File: src/include/core_params.svh
// ####################################################################
// Core sizing and instruction field positions
// ####################################################################
`ifndef CORE_PARAMS_SVH
`define CORE_PARAMS_SVH

// Datapath and register file sizing
`define CORE_WORD_W   16
`define CORE_NREGS    16
`define CORE_RADDR_W  4

// Instruction fields, given as lsb position and width
`define CORE_OP_W     4
`define CORE_OP_LSB   12
`define CORE_RD_LSB   8
`define CORE_RS_LSB   4
`define CORE_RT_LSB   0
`define CORE_IMM8_W   8
`define CORE_IMM12_W  12

`endif
File: src/source/pipe_pkg.sv
// ####################################################################
// Datapath types shared by the pipeline stages
// ####################################################################
`include "core_params.svh"

package pipe_pkg;

	typedef logic [`CORE_WORD_W-1:0] word_t;
	typedef logic [`CORE_RADDR_W-1:0] reg_addr_t;

	// Pass hands the sign-extended LLB immediate straight through
	typedef enum logic [2:0] {
		alu_add, alu_sub, alu_and, alu_nor, alu_sll, alu_srl, alu_sra, alu_pass
	} alu_func_e;

	// Operand source chosen by the forwarding logic
	typedef enum logic [1:0] {
		fwd_reg, fwd_ex, fwd_wb
	} fwd_sel_e;

endpackage

File: src/source/isa_pkg.sv
// ####################################################################
// Instruction set encoding: opcodes and immediate field types
// ####################################################################
`include "core_params.svh"

package isa_pkg;

	// Opcodes not listed here decode as no-operation
	typedef enum logic [`CORE_OP_W-1:0] {
		op_add = 4'd0,
		op_sub = 4'd1,
		op_and = 4'd2,
		op_nor = 4'd3,
		op_sll = 4'd4,
		op_srl = 4'd5,
		op_sra = 4'd6,
		op_llb = 4'd8,
		op_jal = 4'd13,
		op_jr  = 4'd14,
		op_hlt = 4'd15
	} opcode_e;

	// LLB immediate, bits 7:0
	typedef logic [`CORE_IMM8_W-1:0] imm8_t;

	// JAL signed offset, bits 11:0
	typedef logic [`CORE_IMM12_W-1:0] imm12_t;

endpackage

File: src/source/cpu_core.sv
// ####################################################################
// Core top: decode and execute stages with the writeback feedback
// ####################################################################
`timescale 1ns/1ps

module cpu_core (
	input  logic                clk,
	input  logic                rst_n,
	input  logic                instr_valid,
	input  pipe_pkg::word_t     instr,
	input  pipe_pkg::word_t     pc,
	output logic                wb_valid,
	output pipe_pkg::reg_addr_t wb_addr,
	output pipe_pkg::word_t     wb_data,
	output logic                j_valid,
	output pipe_pkg::word_t     j_pc,
	output logic                halted
);

	logic                ex_valid, ex_we, ex_fwd_we, wb_we;
	pipe_pkg::alu_func_e ex_func;
	pipe_pkg::word_t     ex_a, ex_b, ex_imm, ex_result;
	pipe_pkg::reg_addr_t ex_dst;

	id_stage u_id (
		.clk(clk), .rst_n(rst_n), .instr_valid(instr_valid), .instr(instr), .pc(pc),
		.wb_we(wb_we), .wb_addr(wb_addr), .wb_data(wb_data),
		.ex_fwd_we(ex_fwd_we), .ex_fwd_dst(ex_dst), .ex_result(ex_result),
		.ex_valid(ex_valid), .ex_func(ex_func), .ex_a(ex_a), .ex_b(ex_b),
		.ex_imm(ex_imm), .ex_dst(ex_dst), .ex_we(ex_we),
		.j_valid(j_valid), .j_pc(j_pc), .halted(halted)
	);

	// Execute feeds its result back to decode for forwarding
	ex_stage u_ex (
		.clk(clk), .rst_n(rst_n), .ex_valid(ex_valid), .ex_func(ex_func),
		.ex_a(ex_a), .ex_b(ex_b), .ex_imm(ex_imm), .ex_dst(ex_dst), .ex_we(ex_we),
		.ex_result(ex_result), .ex_fwd_we(ex_fwd_we), .wb_valid(wb_valid),
		.wb_we(wb_we), .wb_addr(wb_addr), .wb_data(wb_data)
	);

endmodule

File: src/source/ex_stage.sv
// ####################################################################
// Execute stage: ALU and the EX/WB pipeline register
// ####################################################################
`timescale 1ns/1ps
`include "core_params.svh"

module ex_stage (
	input  logic                clk,
	input  logic                rst_n,
	input  logic                ex_valid,
	input  pipe_pkg::alu_func_e ex_func,
	input  pipe_pkg::word_t     ex_a,
	input  pipe_pkg::word_t     ex_b,
	input  pipe_pkg::word_t     ex_imm,
	input  pipe_pkg::reg_addr_t ex_dst,
	input  logic                ex_we,
	output pipe_pkg::word_t     ex_result,
	output logic                ex_fwd_we,
	output logic                wb_valid,
	output logic                wb_we,
	output pipe_pkg::reg_addr_t wb_addr,
	output pipe_pkg::word_t     wb_data
);

	localparam int sh_w = $clog2(`CORE_WORD_W);

	logic [sh_w-1:0] shamt;

	assign shamt = ex_b[sh_w-1:0];

	always_comb begin
		case (ex_func)
			pipe_pkg::alu_add:  ex_result = ex_a + ex_b;
			pipe_pkg::alu_sub:  ex_result = ex_a - ex_b;
			pipe_pkg::alu_and:  ex_result = ex_a & ex_b;
			pipe_pkg::alu_nor:  ex_result = ~(ex_a | ex_b);
			pipe_pkg::alu_sll:  ex_result = ex_a << shamt;
			pipe_pkg::alu_srl:  ex_result = ex_a >> shamt;
			// Arithmetic shift keeps the sign bit
			pipe_pkg::alu_sra:  ex_result = pipe_pkg::word_t'($signed(ex_a) >>> shamt);
			pipe_pkg::alu_pass: ex_result = ex_imm;
			default:            ex_result = '0;
		endcase
	end

	// Only a live writing instruction may be forwarded
	assign ex_fwd_we = ex_valid && ex_we;

	always_ff @(posedge clk) begin
		if (!rst_n) begin
			wb_valid <= 1'b0;
			wb_we    <= 1'b0;
		end else begin
			wb_valid <= ex_valid;
			wb_we    <= ex_fwd_we;
		end
	end

	always_ff @(posedge clk) begin
		wb_addr <= ex_dst;
		wb_data <= ex_result;
	end

endmodule

File: src/source/id_stage.sv
// ####################################################################
// Decode stage: operand read and forwarding, jumps, halt, ID/EX reg
// ####################################################################
`timescale 1ns/1ps
`include "core_params.svh"

module id_stage (
	input  logic                clk,
	input  logic                rst_n,
	input  logic                instr_valid,
	input  pipe_pkg::word_t     instr,
	input  pipe_pkg::word_t     pc,
	input  logic                wb_we,
	input  pipe_pkg::reg_addr_t wb_addr,
	input  pipe_pkg::word_t     wb_data,
	input  logic                ex_fwd_we,
	input  pipe_pkg::reg_addr_t ex_fwd_dst,
	input  pipe_pkg::word_t     ex_result,
	output logic                ex_valid,
	output pipe_pkg::alu_func_e ex_func,
	output pipe_pkg::word_t     ex_a,
	output pipe_pkg::word_t     ex_b,
	output pipe_pkg::word_t     ex_imm,
	output pipe_pkg::reg_addr_t ex_dst,
	output logic                ex_we,
	output logic                j_valid,
	output pipe_pkg::word_t     j_pc,
	output logic                halted
);

	pipe_pkg::reg_addr_t p0_addr, p1_addr, dst_addr;
	logic                re0, re1, we_rf, is_jal, is_jr, is_hlt;
	pipe_pkg::alu_func_e func;
	isa_pkg::imm8_t      imm8;
	isa_pkg::imm12_t     imm12;
	pipe_pkg::word_t     p0, p1, op_a, op_b, jr_val, jal_pc, imm_ext;
	pipe_pkg::fwd_sel_e  sel_a, sel_b, sel_jr;
	logic                accept;

	function automatic pipe_pkg::word_t fwd_pick(input pipe_pkg::fwd_sel_e sel,
			input pipe_pkg::word_t rf_val, input pipe_pkg::word_t ex_val,
			input pipe_pkg::word_t wb_val);
		case (sel)
			pipe_pkg::fwd_ex: return ex_val;
			pipe_pkg::fwd_wb: return wb_val;
			default:          return rf_val;
		endcase
	endfunction

	inst_decode u_dec (
		.instr(instr), .p0_addr(p0_addr), .p1_addr(p1_addr), .dst_addr(dst_addr),
		.re0(re0), .re1(re1), .we_rf(we_rf), .func(func), .imm8(imm8), .imm12(imm12),
		.is_jal(is_jal), .is_jr(is_jr), .is_hlt(is_hlt)
	);

	reg_file u_rf (
		.clk(clk), .rst_n(rst_n), .p0_addr(p0_addr), .p1_addr(p1_addr),
		.dst_addr(wb_addr), .we(wb_we), .dst(wb_data), .p0(p0), .p1(p1)
	);

	forward_ctrl u_fwd_a (
		.src_addr(p0_addr), .ex_dst(ex_fwd_dst), .wb_dst(wb_addr),
		.ex_we(ex_fwd_we), .wb_we(wb_we), .sel(sel_a)
	);
	forward_ctrl u_fwd_b (
		.src_addr(p1_addr), .ex_dst(ex_fwd_dst), .wb_dst(wb_addr),
		.ex_we(ex_fwd_we), .wb_we(wb_we), .sel(sel_b)
	);
	// JR target register sits in the rs field
	forward_ctrl u_fwd_jr (
		.src_addr(p0_addr), .ex_dst(ex_fwd_dst), .wb_dst(wb_addr),
		.ex_we(ex_fwd_we), .wb_we(wb_we), .sel(sel_jr)
	);

	assign accept = instr_valid && !halted;

	assign op_a = re0 ? fwd_pick(sel_a, p0, ex_result, wb_data) : '0;
	// Shifts carry the amount in the rt field instead of a register
	assign op_b = re1 ? fwd_pick(sel_b, p1, ex_result, wb_data)
		: {{(`CORE_WORD_W - `CORE_RADDR_W){1'b0}}, p1_addr};

	assign jr_val  = fwd_pick(sel_jr, p0, ex_result, wb_data);
	assign jal_pc  = pc + {{(`CORE_WORD_W - `CORE_IMM12_W){imm12[`CORE_IMM12_W-1]}}, imm12};
	assign imm_ext = {{(`CORE_WORD_W - `CORE_IMM8_W){imm8[`CORE_IMM8_W-1]}}, imm8};

	always_ff @(posedge clk) begin
		if (!rst_n) begin
			ex_valid <= 1'b0;
			ex_we    <= 1'b0;
			j_valid  <= 1'b0;
			halted   <= 1'b0;
		end else begin
			ex_valid <= accept && we_rf;
			ex_we    <= we_rf && (dst_addr != '0);
			j_valid  <= accept && (is_jal || is_jr);
			halted   <= halted || (accept && is_hlt);
		end
	end

	// Payload of ID/EX and the jump target
	always_ff @(posedge clk) begin
		ex_func <= func;
		ex_a    <= op_a;
		ex_b    <= op_b;
		ex_imm  <= imm_ext;
		ex_dst  <= dst_addr;
		j_pc    <= is_jal ? jal_pc : jr_val;
	end

	a_no_issue_halted: assert property (@(posedge clk) disable iff (!rst_n)
		halted |=> !ex_valid);

endmodule

File: src/source/forward_ctrl.sv
// ####################################################################
// Forwarding select: execute result, then writeback, then regfile
// ####################################################################
`timescale 1ns/1ps

module forward_ctrl (
	input  pipe_pkg::reg_addr_t src_addr,
	input  pipe_pkg::reg_addr_t ex_dst,
	input  pipe_pkg::reg_addr_t wb_dst,
	input  logic                ex_we,
	input  logic                wb_we,
	output pipe_pkg::fwd_sel_e  sel
);

	logic src_live;

	// r0 is constant, so it never takes a forwarded value
	assign src_live = (src_addr != '0);

	always_comb begin
		if (src_live && ex_we && ex_dst == src_addr) begin
			sel = pipe_pkg::fwd_ex;
		end else if (src_live && wb_we && wb_dst == src_addr) begin
			sel = pipe_pkg::fwd_wb;
		end else begin
			sel = pipe_pkg::fwd_reg;
		end
	end

endmodule

File: src/source/reg_file.sv
// ####################################################################
// Register file, two async read ports and one write port, r0 is zero
// ####################################################################
`timescale 1ns/1ps
`include "core_params.svh"

module reg_file (
	input  logic                clk,
	input  logic                rst_n,
	input  pipe_pkg::reg_addr_t p0_addr,
	input  pipe_pkg::reg_addr_t p1_addr,
	input  pipe_pkg::reg_addr_t dst_addr,
	input  logic                we,
	input  pipe_pkg::word_t     dst,
	output pipe_pkg::word_t     p0,
	output pipe_pkg::word_t     p1
);

	pipe_pkg::word_t regs [`CORE_NREGS];

	always_ff @(posedge clk) begin
		if (!rst_n) begin
			for (int i = 0; i < `CORE_NREGS; i++) begin
				regs[i] <= '0;
			end
		end else if (we && dst_addr != '0) begin
			regs[dst_addr] <= dst;
		end
	end

	// Same-cycle write and read is resolved by the forwarding path
	assign p0 = (p0_addr == '0) ? '0 : regs[p0_addr];
	assign p1 = (p1_addr == '0) ? '0 : regs[p1_addr];

	a_dst_known: assert property (@(posedge clk) disable iff (!rst_n)
		we |-> !$isunknown(dst_addr));

endmodule

File: src/source/inst_decode.sv
// ####################################################################
// Instruction decoder: register addresses, enables, ALU function
// ####################################################################
`timescale 1ns/1ps
`include "core_params.svh"

module inst_decode (
	input  pipe_pkg::word_t     instr,
	output pipe_pkg::reg_addr_t p0_addr,
	output pipe_pkg::reg_addr_t p1_addr,
	output pipe_pkg::reg_addr_t dst_addr,
	output logic                re0,
	output logic                re1,
	output logic                we_rf,
	output pipe_pkg::alu_func_e func,
	output isa_pkg::imm8_t      imm8,
	output isa_pkg::imm12_t     imm12,
	output logic                is_jal,
	output logic                is_jr,
	output logic                is_hlt
);

	isa_pkg::opcode_e opcode;

	// Field extraction does not depend on the opcode
	assign opcode   = isa_pkg::opcode_e'(instr[`CORE_OP_LSB +: `CORE_OP_W]);
	assign dst_addr = instr[`CORE_RD_LSB +: `CORE_RADDR_W];
	assign p0_addr  = instr[`CORE_RS_LSB +: `CORE_RADDR_W];
	// For shifts this field is the shift amount, not a register
	assign p1_addr  = instr[`CORE_RT_LSB +: `CORE_RADDR_W];
	assign imm8     = instr[`CORE_IMM8_W-1:0];
	assign imm12    = instr[`CORE_IMM12_W-1:0];

	always_comb begin
		re0    = 1'b0;
		re1    = 1'b0;
		we_rf  = 1'b0;
		func   = pipe_pkg::alu_add;
		is_jal = 1'b0;
		is_jr  = 1'b0;
		is_hlt = 1'b0;
		case (opcode)
			isa_pkg::op_add: begin
				{re0, re1, we_rf} = 3'b111;
				func = pipe_pkg::alu_add;
			end
			isa_pkg::op_sub: begin
				{re0, re1, we_rf} = 3'b111;
				func = pipe_pkg::alu_sub;
			end
			isa_pkg::op_and: begin
				{re0, re1, we_rf} = 3'b111;
				func = pipe_pkg::alu_and;
			end
			isa_pkg::op_nor: begin
				{re0, re1, we_rf} = 3'b111;
				func = pipe_pkg::alu_nor;
			end
			isa_pkg::op_sll: begin
				{re0, we_rf} = 2'b11;
				func = pipe_pkg::alu_sll;
			end
			isa_pkg::op_srl: begin
				{re0, we_rf} = 2'b11;
				func = pipe_pkg::alu_srl;
			end
			isa_pkg::op_sra: begin
				{re0, we_rf} = 2'b11;
				func = pipe_pkg::alu_sra;
			end
			isa_pkg::op_llb: begin
				we_rf = 1'b1;
				func  = pipe_pkg::alu_pass;
			end
			isa_pkg::op_jal: is_jal = 1'b1;
			isa_pkg::op_jr: begin
				re0   = 1'b1;
				is_jr = 1'b1;
			end
			isa_pkg::op_hlt: is_hlt = 1'b1;
			default: ;
		endcase
	end

	// Jump kinds are exclusive or the target mux in decode is ambiguous
	always_comb begin
		assert final (!(is_jal && is_jr))
			else $error("decoder flags JAL and JR together");
	end

endmodule

File: config.mk
export PLATFORM = sky130hd
export DESIGN_NAME = cpu_core
export DESIGN_NICKNAME = d
export VERILOG_FILES = /design/src/source/pipe_pkg.sv /design/src/source/isa_pkg.sv /design/src/source/cpu_core.sv /design/src/source/ex_stage.sv /design/src/source/id_stage.sv /design/src/source/forward_ctrl.sv /design/src/source/reg_file.sv /design/src/source/inst_decode.sv
export VERILOG_INCLUDE_DIRS = /design/src /design/src/include
export SDC_FILE = /design/constraint.sdc
export NUM_CORES = 1
export LEC_CHECK = 0
export BUFFER_PORTS_ARGS = -buffer_cell sky130_fd_sc_hd__buf_2
export CAP_MARGIN = 40
export CORE_ASPECT_RATIO = 0.5
export CORE_MARGIN = 5
export CORE_UTILIZATION = 40
export CTS_BUF_LIST = sky130_fd_sc_hd__clkbuf_8
export DETAILED_ROUTE_END_ITERATION = 7
export GPL_ROUTABILITY_DRIVEN = 0
export PLACE_DENSITY = 0.53
export SYNTH_ARGS = -nofsm -noshare
export SYNTH_HDL_FRONTEND = slang
export SYNTH_HIERARCHICAL = 1
export SYNTH_SLANG_ARGS = --single-unit
File: constraint.sdc
create_clock -name clk -period 11.49 [get_ports clk]
set_clock_uncertainty 0.05 [all_clocks]
set_input_delay 2.298 -clock clk [delete_from_list [all_inputs] [get_ports clk]]
set_output_delay 2.298 -clock clk [all_outputs]
set_load 0.005 [all_outputs]
Yosys cells after proc, flatten, opt, wreduce, memory -nomap -nowiden

Memories as Yosys holds them, arrays and structs flattened.
Cells that the tools add are included.

Add/subtract/negate cells: 3
$lt $le $gt $ge: 0
Shift-type cells: 3
Reduce and logical (&&, ||, !) cells: 30
Multiplexer cells: 25
Equality and inequality tests: 25
Multiply operators: 0
Divide/modulo/power cells: 0
Bitwise operators: 3

Operators with widths:

| kind                                          | count |
|---|---|
| one-hot mux 16 bit (8 select lines)           | 1 |
| two-way mux 16 bit                            | 4 |
| one-hot mux 16 bit (2 select lines)           | 2 |
| adder 16 bit                                  | 2 |
| one-hot mux 3 bit (7 select lines)            | 1 |
| AND 16 bit                                    | 1 |
| == test 4 bit                                 | 4 |
| == test 4 bit, second input constant          | 4 |
| inverter 16 bit                               | 1 |
| OR 16 bit                                     | 1 |
| nonzero test 4 bit                            | 4 |
| OR reduction 16 bit                           | 1 |
| OR reduction 8 bit                            | 2 |
| left shift 16 x 4 -> 16 bit                   | 1 |
| >> shifter 16 x 4 -> 16 bit                   | 1 |
| >>> shifter 16 x 4 -> 16 bit                  | 1 |
| subtractor 16 bit                             | 1 |
| logical AND 1 bit                             | 15 |
| == test 3 bit, second input constant          | 4 |
| == test 4 x 3 -> 1 bit, second input constant | 3 |
| logical NOT 4 bit                             | 3 |
| two-way mux 1 bit                             | 11 |
| == test 4 x 2 -> 1 bit, second input constant | 2 |
| two-way mux 2 bit                             | 4 |
| 10 further kinds                              | 15 |

Memories kept: 1
Bits in latches: 0
Bits of input ports: 35
Bits in writable memories: 256
ROM bits: 0
Bits in registers: 89
Output and inout bits: 39

Memory list:

| name           | words | bits a word | read ports | clocked after Yosys merged registers in | write ports | RTL line       | RTL |
|---|---|---|---|---|---|---|---|
| u_id.u_rf.regs | 16    | 16          | 2          | 0                                       | 16          | reg_file.sv:19 | `` pipe_pkg::word_t regs [`CORE_NREGS]; `` |

Logic depth before layout (Yosys ltp)

Gate-level depths: netlist (run 1).

Word-level depth: 8
Gate-level depth with buffers: 20
Gate-level depth less buffers: 18

Modules after synthesis

Netlist (run 1), hierarchy kept.

Modules (own cells, without submodules):

| module       | instances | seq. area each (µm²) | area an instance (µm²) | cells each |
|---|---|---|---|---|
| reg_file     | 1         | 7,236.9              | 13,128.8               | 931 |
| ex_stage     | 1         | 440.4                | 3,659.8                | 451 |
| id_stage     | 1         | 1,341.3              | 3,564.7                | 424 |
| inst_decode  | 1         | 0.0                  | 395.4                  | 54 |
| forward_ctrl | 3         | 0.0                  | 126.4                  | 17 |

Worst setup path after synthesis (run 1)

Ideal clock, no wire load.

Kind: input to register
From: input port rst_n
To: memory u_id/u_rf/regs[15][0] (netlist name), enable pin
Path slack: 7.061 ns
Data required time: 11.029 ns
Data arrival time: 3.968 ns
Library setup time: 0.411 ns
Stages on the path: 3
Buffers on the path: 1
Cell sequence: clkbuf_2 -> nand4_4 -> o21ai_0

RTL lines:

| what        | RTL line       | RTL |
|---|---|---|
| from (decl) | cpu_core.sv:8  | `input logic rst_n,` |
| to (decl)   | reg_file.sv:19 |  |

Worst setup path after layout (run 1)

From: input port instr[5]
To: register u_id.j_pc[12]

Elaborated cells between the ends (all ways): 17

RTL lines:

| what                                                                  | RTL line        | RTL |
|---|---|---|
| from (decl)                                                           | cpu_core.sv:10  | `input pipe_pkg::word_t instr,` |
| memory read (16 x 16 bit) / logical NOT 4 bit (equally long branches) | n/a             |  |
| two-way mux 16 bit (*)                                                | reg_file.sv:32  | `assign p0 = (p0_addr == '0) ? '0 : regs[p0_addr];` |
| named net u_id.p0[12]                                                 | id_stage.sv:36  | `pipe_pkg::word_t p0, p1, op_a, op_b, jr_val, jal_pc, imm_ext;` |
| one-hot mux 16 bit (2 select lines) (*)                               | id_stage.sv:43  | `case (sel)` |
| two-way mux 16 bit (*)                                                | id_stage.sv:107 | `j_pc <= is_jal ? jal_pc : jr_val;` |
| to (signal assigned)                                                  | id_stage.sv:107 |  |
| to (decl)                                                             | id_stage.sv:27  | `output pipe_pkg::word_t j_pc,` |

Mark *: on every way through the listed nets, which the timed path passes. The rest lies on a longest branch.
A chain may end at the register's enable or synchronous reset.

==> results of run 1 <==
-- routing by layer --
metal  wire length [um]  global-route usage  vias to the layer above  share of wire
met5                  0                   0                        -              0
met4               1450              0.0487                        0          0.021
met3               5760              0.0506                      108          0.083
met2              31400               0.366                      651           0.45
met1              31100               0.334                     7961           0.45
li1                   -                   -                     7205              -
-- flip-flops by register name, summed over array words and instances, names as in the netlist --
signal          flops
u_id/ex_a          16
u_id/ex_dst         4
u_id/j_pc          16
u_ex/wb_addr        4
u_ex/wb_data       16
u_id/u_rf/regs    241
u_id/ex_func        3
u_id/j_valid        1
u_ex/wb_we          1
u_id/ex_imm         8
u_id/ex_valid       1
u_ex/wb_valid       1
u_id/ex_we          1
u_id/halted         1
u_id/ex_b          16
-- synth_stat cells (7+ instances only) --
master / number / area (sq um)
and2_1: 260 / 1630
xor2_1: 14 / 123
nor2_1: 99 / 372
a211oi_1: 21 / 158
o21ai_1: 14 / 70.1
a2111oi_0: 18 / 158
o21a_1: 7 / 52.6
nor2_2: 9 / 56.3
xnor2_1: 34 / 298
nor3b_1: 7 / 52.6
a21oi_1: 127 / 636
edfxtp_1: 241 / 7240
mux2_2: 26 / 293
a221oi_1: 12 / 105
nand2b_1: 17 / 106
o31ai_1: 18 / 135
o21ai_0: 56 / 280
ha_1: 40 / 500
mux4_2: 91 / 2050
clkbuf_1: 88 / 330
a22oi_1: 63 / 473
buf_4: 46 / 345
nand2_1: 73 / 274
nand4_1: 9 / 56.3
a221o_1: 15 / 150
mux2i_1: 129 / 1290
or3_1: 10 / 62.6
o22ai_1: 19 / 119
dfxtp_1: 89 / 1780
buf_1: 8 / 30.0
nand3_1: 20 / 100
buf_2: 44 / 220
a211o_1: 7 / 61.3
a21o_1: 11 / 82.6
nor3_1: 19 / 95.1
buf_6: 7 / 78.8
inv_1: 21 / 78.8
nor2b_1: 8 / 50.1
-- through the flow --
stage               hold slack (ps)   util
floorplan                       335      -
global placement                382  0.417
detailed placement              374  0.423
CTS                             390  0.443
global route                    407  0.443
finish                          390  0.443
-- power groups by stage --
stage	clock network, mW	logic (mW)	registers, mW
2_1_floorplan	0	0.432	1.42
3_3_place_gp	0	0.699	1.44
3_5_place_dp	0	0.706	1.44
4_1_cts	1.01	0.709	1.41
5_1_grt	1.07	0.766	1.42
6_report	0.992	0.717	1.42
-- logic make-up after synthesis --
kind of cell             synth area share
flip-flops                          0.427
multiplexers                        0.175
adder cells (fa/ha/maj)            0.0256
AND/OR/NAND/NOR                     0.160
buffers and inverters              0.0519
XOR/XNOR                           0.0199
other                            0.000177
AO/OA/AOI/OAI                       0.141
-- placed cells by master (no fill, tap or decap), drive strengths merged, types with 70 or more instances in the layout --
cell type,instances
and2,260
edfxtp,241
buf,135
mux2i,129
a21oi,127
nor2,108
mux4,91
dfxtp,89
nand2,74
o21ai,70
-- final cells by class --
cell class              count  area [sq um]  area share
clock buffers              56           771      0.0334
flip-flops and latches    330          9020       0.391
inverters                  23          86.3     0.00374
repair buffers            136          1030      0.0447
diodes                      4          10.0    0.000434
multi-input cells        1364         11100       0.479
well taps                 701           877      0.0380
clock inverters            38           229     0.00992
-- worst max path at each step --
stage                            start               endpoint  slack, ps
after detailed placement      instr[5]          u_id/j_pc[12]       5990
final                         instr[5]          u_id/j_pc[12]       6690
after global routing      u_id/ex_b[0]          u_id/j_pc[10]       6410
after global placement        instr[5]          u_id/j_pc[12]       5950
after floorplan                  rst_n  u_id/u_rf/regs[15][0]       7060
after CTS                 u_id/ex_b[1]          u_id/j_pc[11]       6430
==> flow_summary.yaml, run 1 <==
outcome:
  status: "finished clean"
finish:
  layout.nets: 1984
  fin_cells: 2652
  layout-drive-gt1-share: 0.194
  synthToLayoutAreaGrowth_pct: 9.23
  stdcell_area_sq_um: 23100
  fill_cells: 4902
clock_tree:
  clkLatencyLatePin_ps: 620
  numCtsBuffers: 52
  cts.sinks: 330
  clk_path_buf_depth: 3
  postCtsHoldBufs: 0
  cts_tree: "yes"
  h-tree-depth: 2
  root_buffer: "clkbuf_8"
  post_cts_buffers: 0
  cts_resized: 0
  cts.reportedPaths.clkPinSlew_ps: 70
power_and_ir_drop:
  p_clk_frac: 0.317
  combPwrFrac: 0.230
  p_seq_frac: 0.453
  peakVddDrop_v: 0.0000924
  p_leak_nw: 8.73
  power_mw: 3.12
  power.density_nw_per_um2: 135
  switching_share: 0.328
  switchingPower_mw: 1.03
  p_int_mw: 2.10
die:
  coreArea_sq_um: 52100
  die-area_sq_um: 57800
  die_h_um: 173
  pin_count: 74
  die_w_um: 335
  start_util: 0.405
  num_rows: 59
setup_path:
  critPathMaxStageDelay_ps: 750
  reg2regPathDepth: 17
  startpoint_type: "primary input"
  slowest_stage: "buf_4"
  arrival_ps: 5240
  cp_num_cells: 9
  cp_num_buf_inv: 2
  path_class: "primary input to flip-flop"
  r2r_slack_ps: 6710
  path_cells: "buf_6, buf_4, mux2i_1, o22ai_1, a2111oi_0, a21oi_1, a21oi_1, o22a_1, nand3_1"
  r2r-start: "u_id/ex_func[2]"
  crit_path_end_kind: "flip-flop"
  path_delay_family: "compound AO/OA/AOI/OAI gates"
  worstPathMaxFanout: 48
  r2r_end: "u_id/j_pc[12]"
  worst_ep_required_time_ps: 11920
  crit_top_cell: "a21oi_1"
logic_synthesis:
  synth_flop_cell: "edfxtp_1"
  synth_seq_cells: 330
  synth_cells: 1911
  syn_area_per_cell_sq_um: 11.1
  netlist_area_sq_um: 21100
  yosys_warnings: 6
  synth_seq_area_share: 0.427
  synth_cell_types: 91
  synth_edf_count: 241
  syn_nets: 1988
  async_flop_share: 0
grt:
  grt_max_degree: 56
  antenna_found_initial: 0
  grtUsageTotal: 0.233
  first_global_vias: 15351
  grt_first_pass_wirelength_um: 103000
  grt_overflow: 0
routing:
  wirelength_um: 69800
  drt_iter0_markers: 1711
  ant_nets: 0
  remaining_drc_errors: 0
  vias: 15925
  drt-pass1-iter-count: 6
  wire_per_inst_um: 26.3
  viasPerCell: 6.00
sta:
  worst_pin_slew_ps: 908
  period_needed_ps: 4800
  finalHoldViolCount: 0
  report.final.slew_viol_count: 0
  final.setup.worst_slack_ps: 6690
  setup_violations: 0
  period_share: 0.418
  fmax_mhz: 208
  rsz0062_at_grt: "no"
  maxSlewHeadroom: 0.391
  timing.setup.tns_ps: 0
hold_path:
  hp-start: "u_id/ex_dst[0]"
  hold_depth: 0
  hold_path.class: "flip-flop to flip-flop"
  min_to: "u_ex/wb_addr[0]"
placed_design:
  io_buffer_count: 73
  dpl_cell_area_sq_um: 22100
  hpwl_um: 47100
  dp_slack_ps: 5990
  place_inst: 2553
flow_run:
  maxCapViolCount: 0
Power figures use the tool's default switching activity.
==> run 2, diff against run 1 <==
Settings changed: PLACE_DENSITY 0.53 to 0.56.
Clock period 11.49 ns to 4 ns, I/O delays scaled along.
==> run 2 against run 1 <==
Wire length decreased by 0.24%. Clock power increased to 2.8 times the previous value. Highest routed layer is now met5. Utilization increased by 0.33 points. First-iteration DRC count decreased by 4.8%. Critical path type is now flip-flop to flip-flop. Cell count increased by 1.5%. Design area increased by 0.74%. Largest cell class unchanged. Via count increased by 1.2%.
==> flow_summary.yaml, run 2 (synthesis gave the netlist of run 1 again) <==
power_and_ir_drop:
  power_mw: 8.90
  peakVddDrop_v: 0.000178
  power.density_nw_per_um2: 383
  p_leak_nw: 8.88
clock_tree:
  cts.sinks: 330
  h-tree-depth: 2
  cts.reportedPaths.clkPinSlew_ps: 70
  root_buffer: "clkbuf_8"
  clkLatencyLatePin_ps: 640
  cts_tree: "yes"
  numCtsBuffers: 51
  clk_path_buf_depth: 3
routing:
  wire_per_inst_um: 25.8
  viasPerCell: 5.99
  drt_iter0_markers: 1629
  wirelength_um: 69600
  remaining_drc_errors: 0
  drt-pass1-iter-count: 5
  vias: 16124
  ant_nets: 0
finish:
  layout-drive-gt1-share: 0.211
  synthToLayoutAreaGrowth_pct: 10.0
  layout.nets: 2024
  stdcell_area_sq_um: 23200
  fin_cells: 2693
  mostFrequentLayoutCell: "and2_1"
  final_cell_mix: "and2_1, edfxtp_1, mux2i_1"
  top_register: "u_id/u_rf/regs"
  largest_register_ffs: 241
  final_util: 0.446
placed_design:
  place_inst: 2594
  hpwl_um: 48000
  dpl_cell_area_sq_um: 22300
  dp_slack_ps: 180
  io_buffer_count: 73
hold_path:
  hold_path.class: "primary input to flip-flop"
setup_path:
  worstPathMaxFanout: 7
  critPathMaxStageDelay_ps: 580
  arrival_ps: 4190
  cp_num_buf_inv: 0
  crit_path_end_kind: "flip-flop"
  path_delay_family: "simple AND/OR/NAND/NOR gates"
  path_cells: "or4_4, or4_4, o21ai_1, xor2_1, ha_1, mux2_1, a221oi_1, nand3_1, a221oi_1, a211oi_1, a31o_1"
  path_class: "flip-flop to flip-flop"
  slowest_stage: "or4_4"
  startpoint_type: "flip-flop"
  worst_ep_required_time_ps: 4480
sta:
  worst_pin_slew_ps: 932
  final.setup.worst_slack_ps: 290
  setup_violations: 0
  rsz0062_at_grt: "no"
  holdWs_ps: 277
  maxSlewHeadroom: 0.378
  period_needed_ps: 3710
  report.final.slew_viol_count: 0
  fmax_mhz: 270
  finalHoldViolCount: 0
  timing.setup.tns_ps: 0
  period_share: 0.928
grt:
  grtUsageTotal: 0.234
  grt_max_degree: 56
  grt_overflow: 0
  antenna_found_initial: 8
  grt_first_pass_wirelength_um: 103000
  first_global_vias: 15929
die:
  coreArea_sq_um: 52100
  start_util: 0.405
  num_rows: 59
  die_h_um: 173
  pin_count: 74
  die-area_sq_um: 57800
  die_w_um: 335
outcome:
  status: "finished clean"
flow_run:
  maxCapViolCount: 0
[run 2: changes by cell type in the layout (fill, tap and decap cells not counted), sizes merged]
cell	previous run	this run
inv	36	38
clkinvlp	1	0
buf	135	177
diode	4	3
clkinv	22	23
bufinv	2	0
[run 2: report_power, final]
part	total (mW)	switching (mW)	internal [mW]
Clock	2.74	1.42	1.31
Sequential	4.09	0.241	3.85
Combinational	2.06	1.29	0.770
[run 2: worst paths after layout]
| kind | slack (ps) | depth (start not counted) | from | end |
|---|---|---|---|---|
| setup / recovery | 290 | 11 | u_id/ex_b[8] | u_id/j_pc[13] |
| hold / removal | 280 | 1 | instr[10] | u_id/ex_dst[2] |
| setup reg to reg | 290 | 11 | u_id/ex_b[8] | u_id/j_pc[13] |
| hold reg to reg | 380 | 0 | u_id/ex_dst[2] | u_ex/wb_addr[2] |
[run 2: worst register-to-register path: cells and delay by family, from the launching register on]
family          cells  cell delay (ps)
simple gates        3             1250
compound gates      5             1130
fa+ha+maj           1              390
flops               1              380
mux                 1              350
xor+xnor            1               90
[run 2: layout make-up]
cell class | count | area [sq um]
inverters | 23 | 86.3
diodes | 3 | 7.51
clock buffers | 57 | 785
multi-input cells | 1364 | 11100
clock inverters | 38 | 173
repair buffers | 177 | 1220
fillers | 4939 | 28900
flip-flops and latches | 330 | 9020
well taps | 701 | 877
[run 2: repair_timing]
item / 4_1_cts / 5_1_grt
endpoints found under the setup margin: 0 / 9
resized for setup: 0 / 5
hold buffers: 0 / 0
setup buffers: 0 / 1
endpoints found under the hold margin: 0 / 0
[run 2: layer usage]
layer	global-route usage	up-vias	share of wire
li1	-	7277	-
met4	0.0545	4	0.023
met3	0.0374	117	0.073
met5	0	-	0.00033
met1	0.337	8087	0.45
met2	0.374	639	0.46
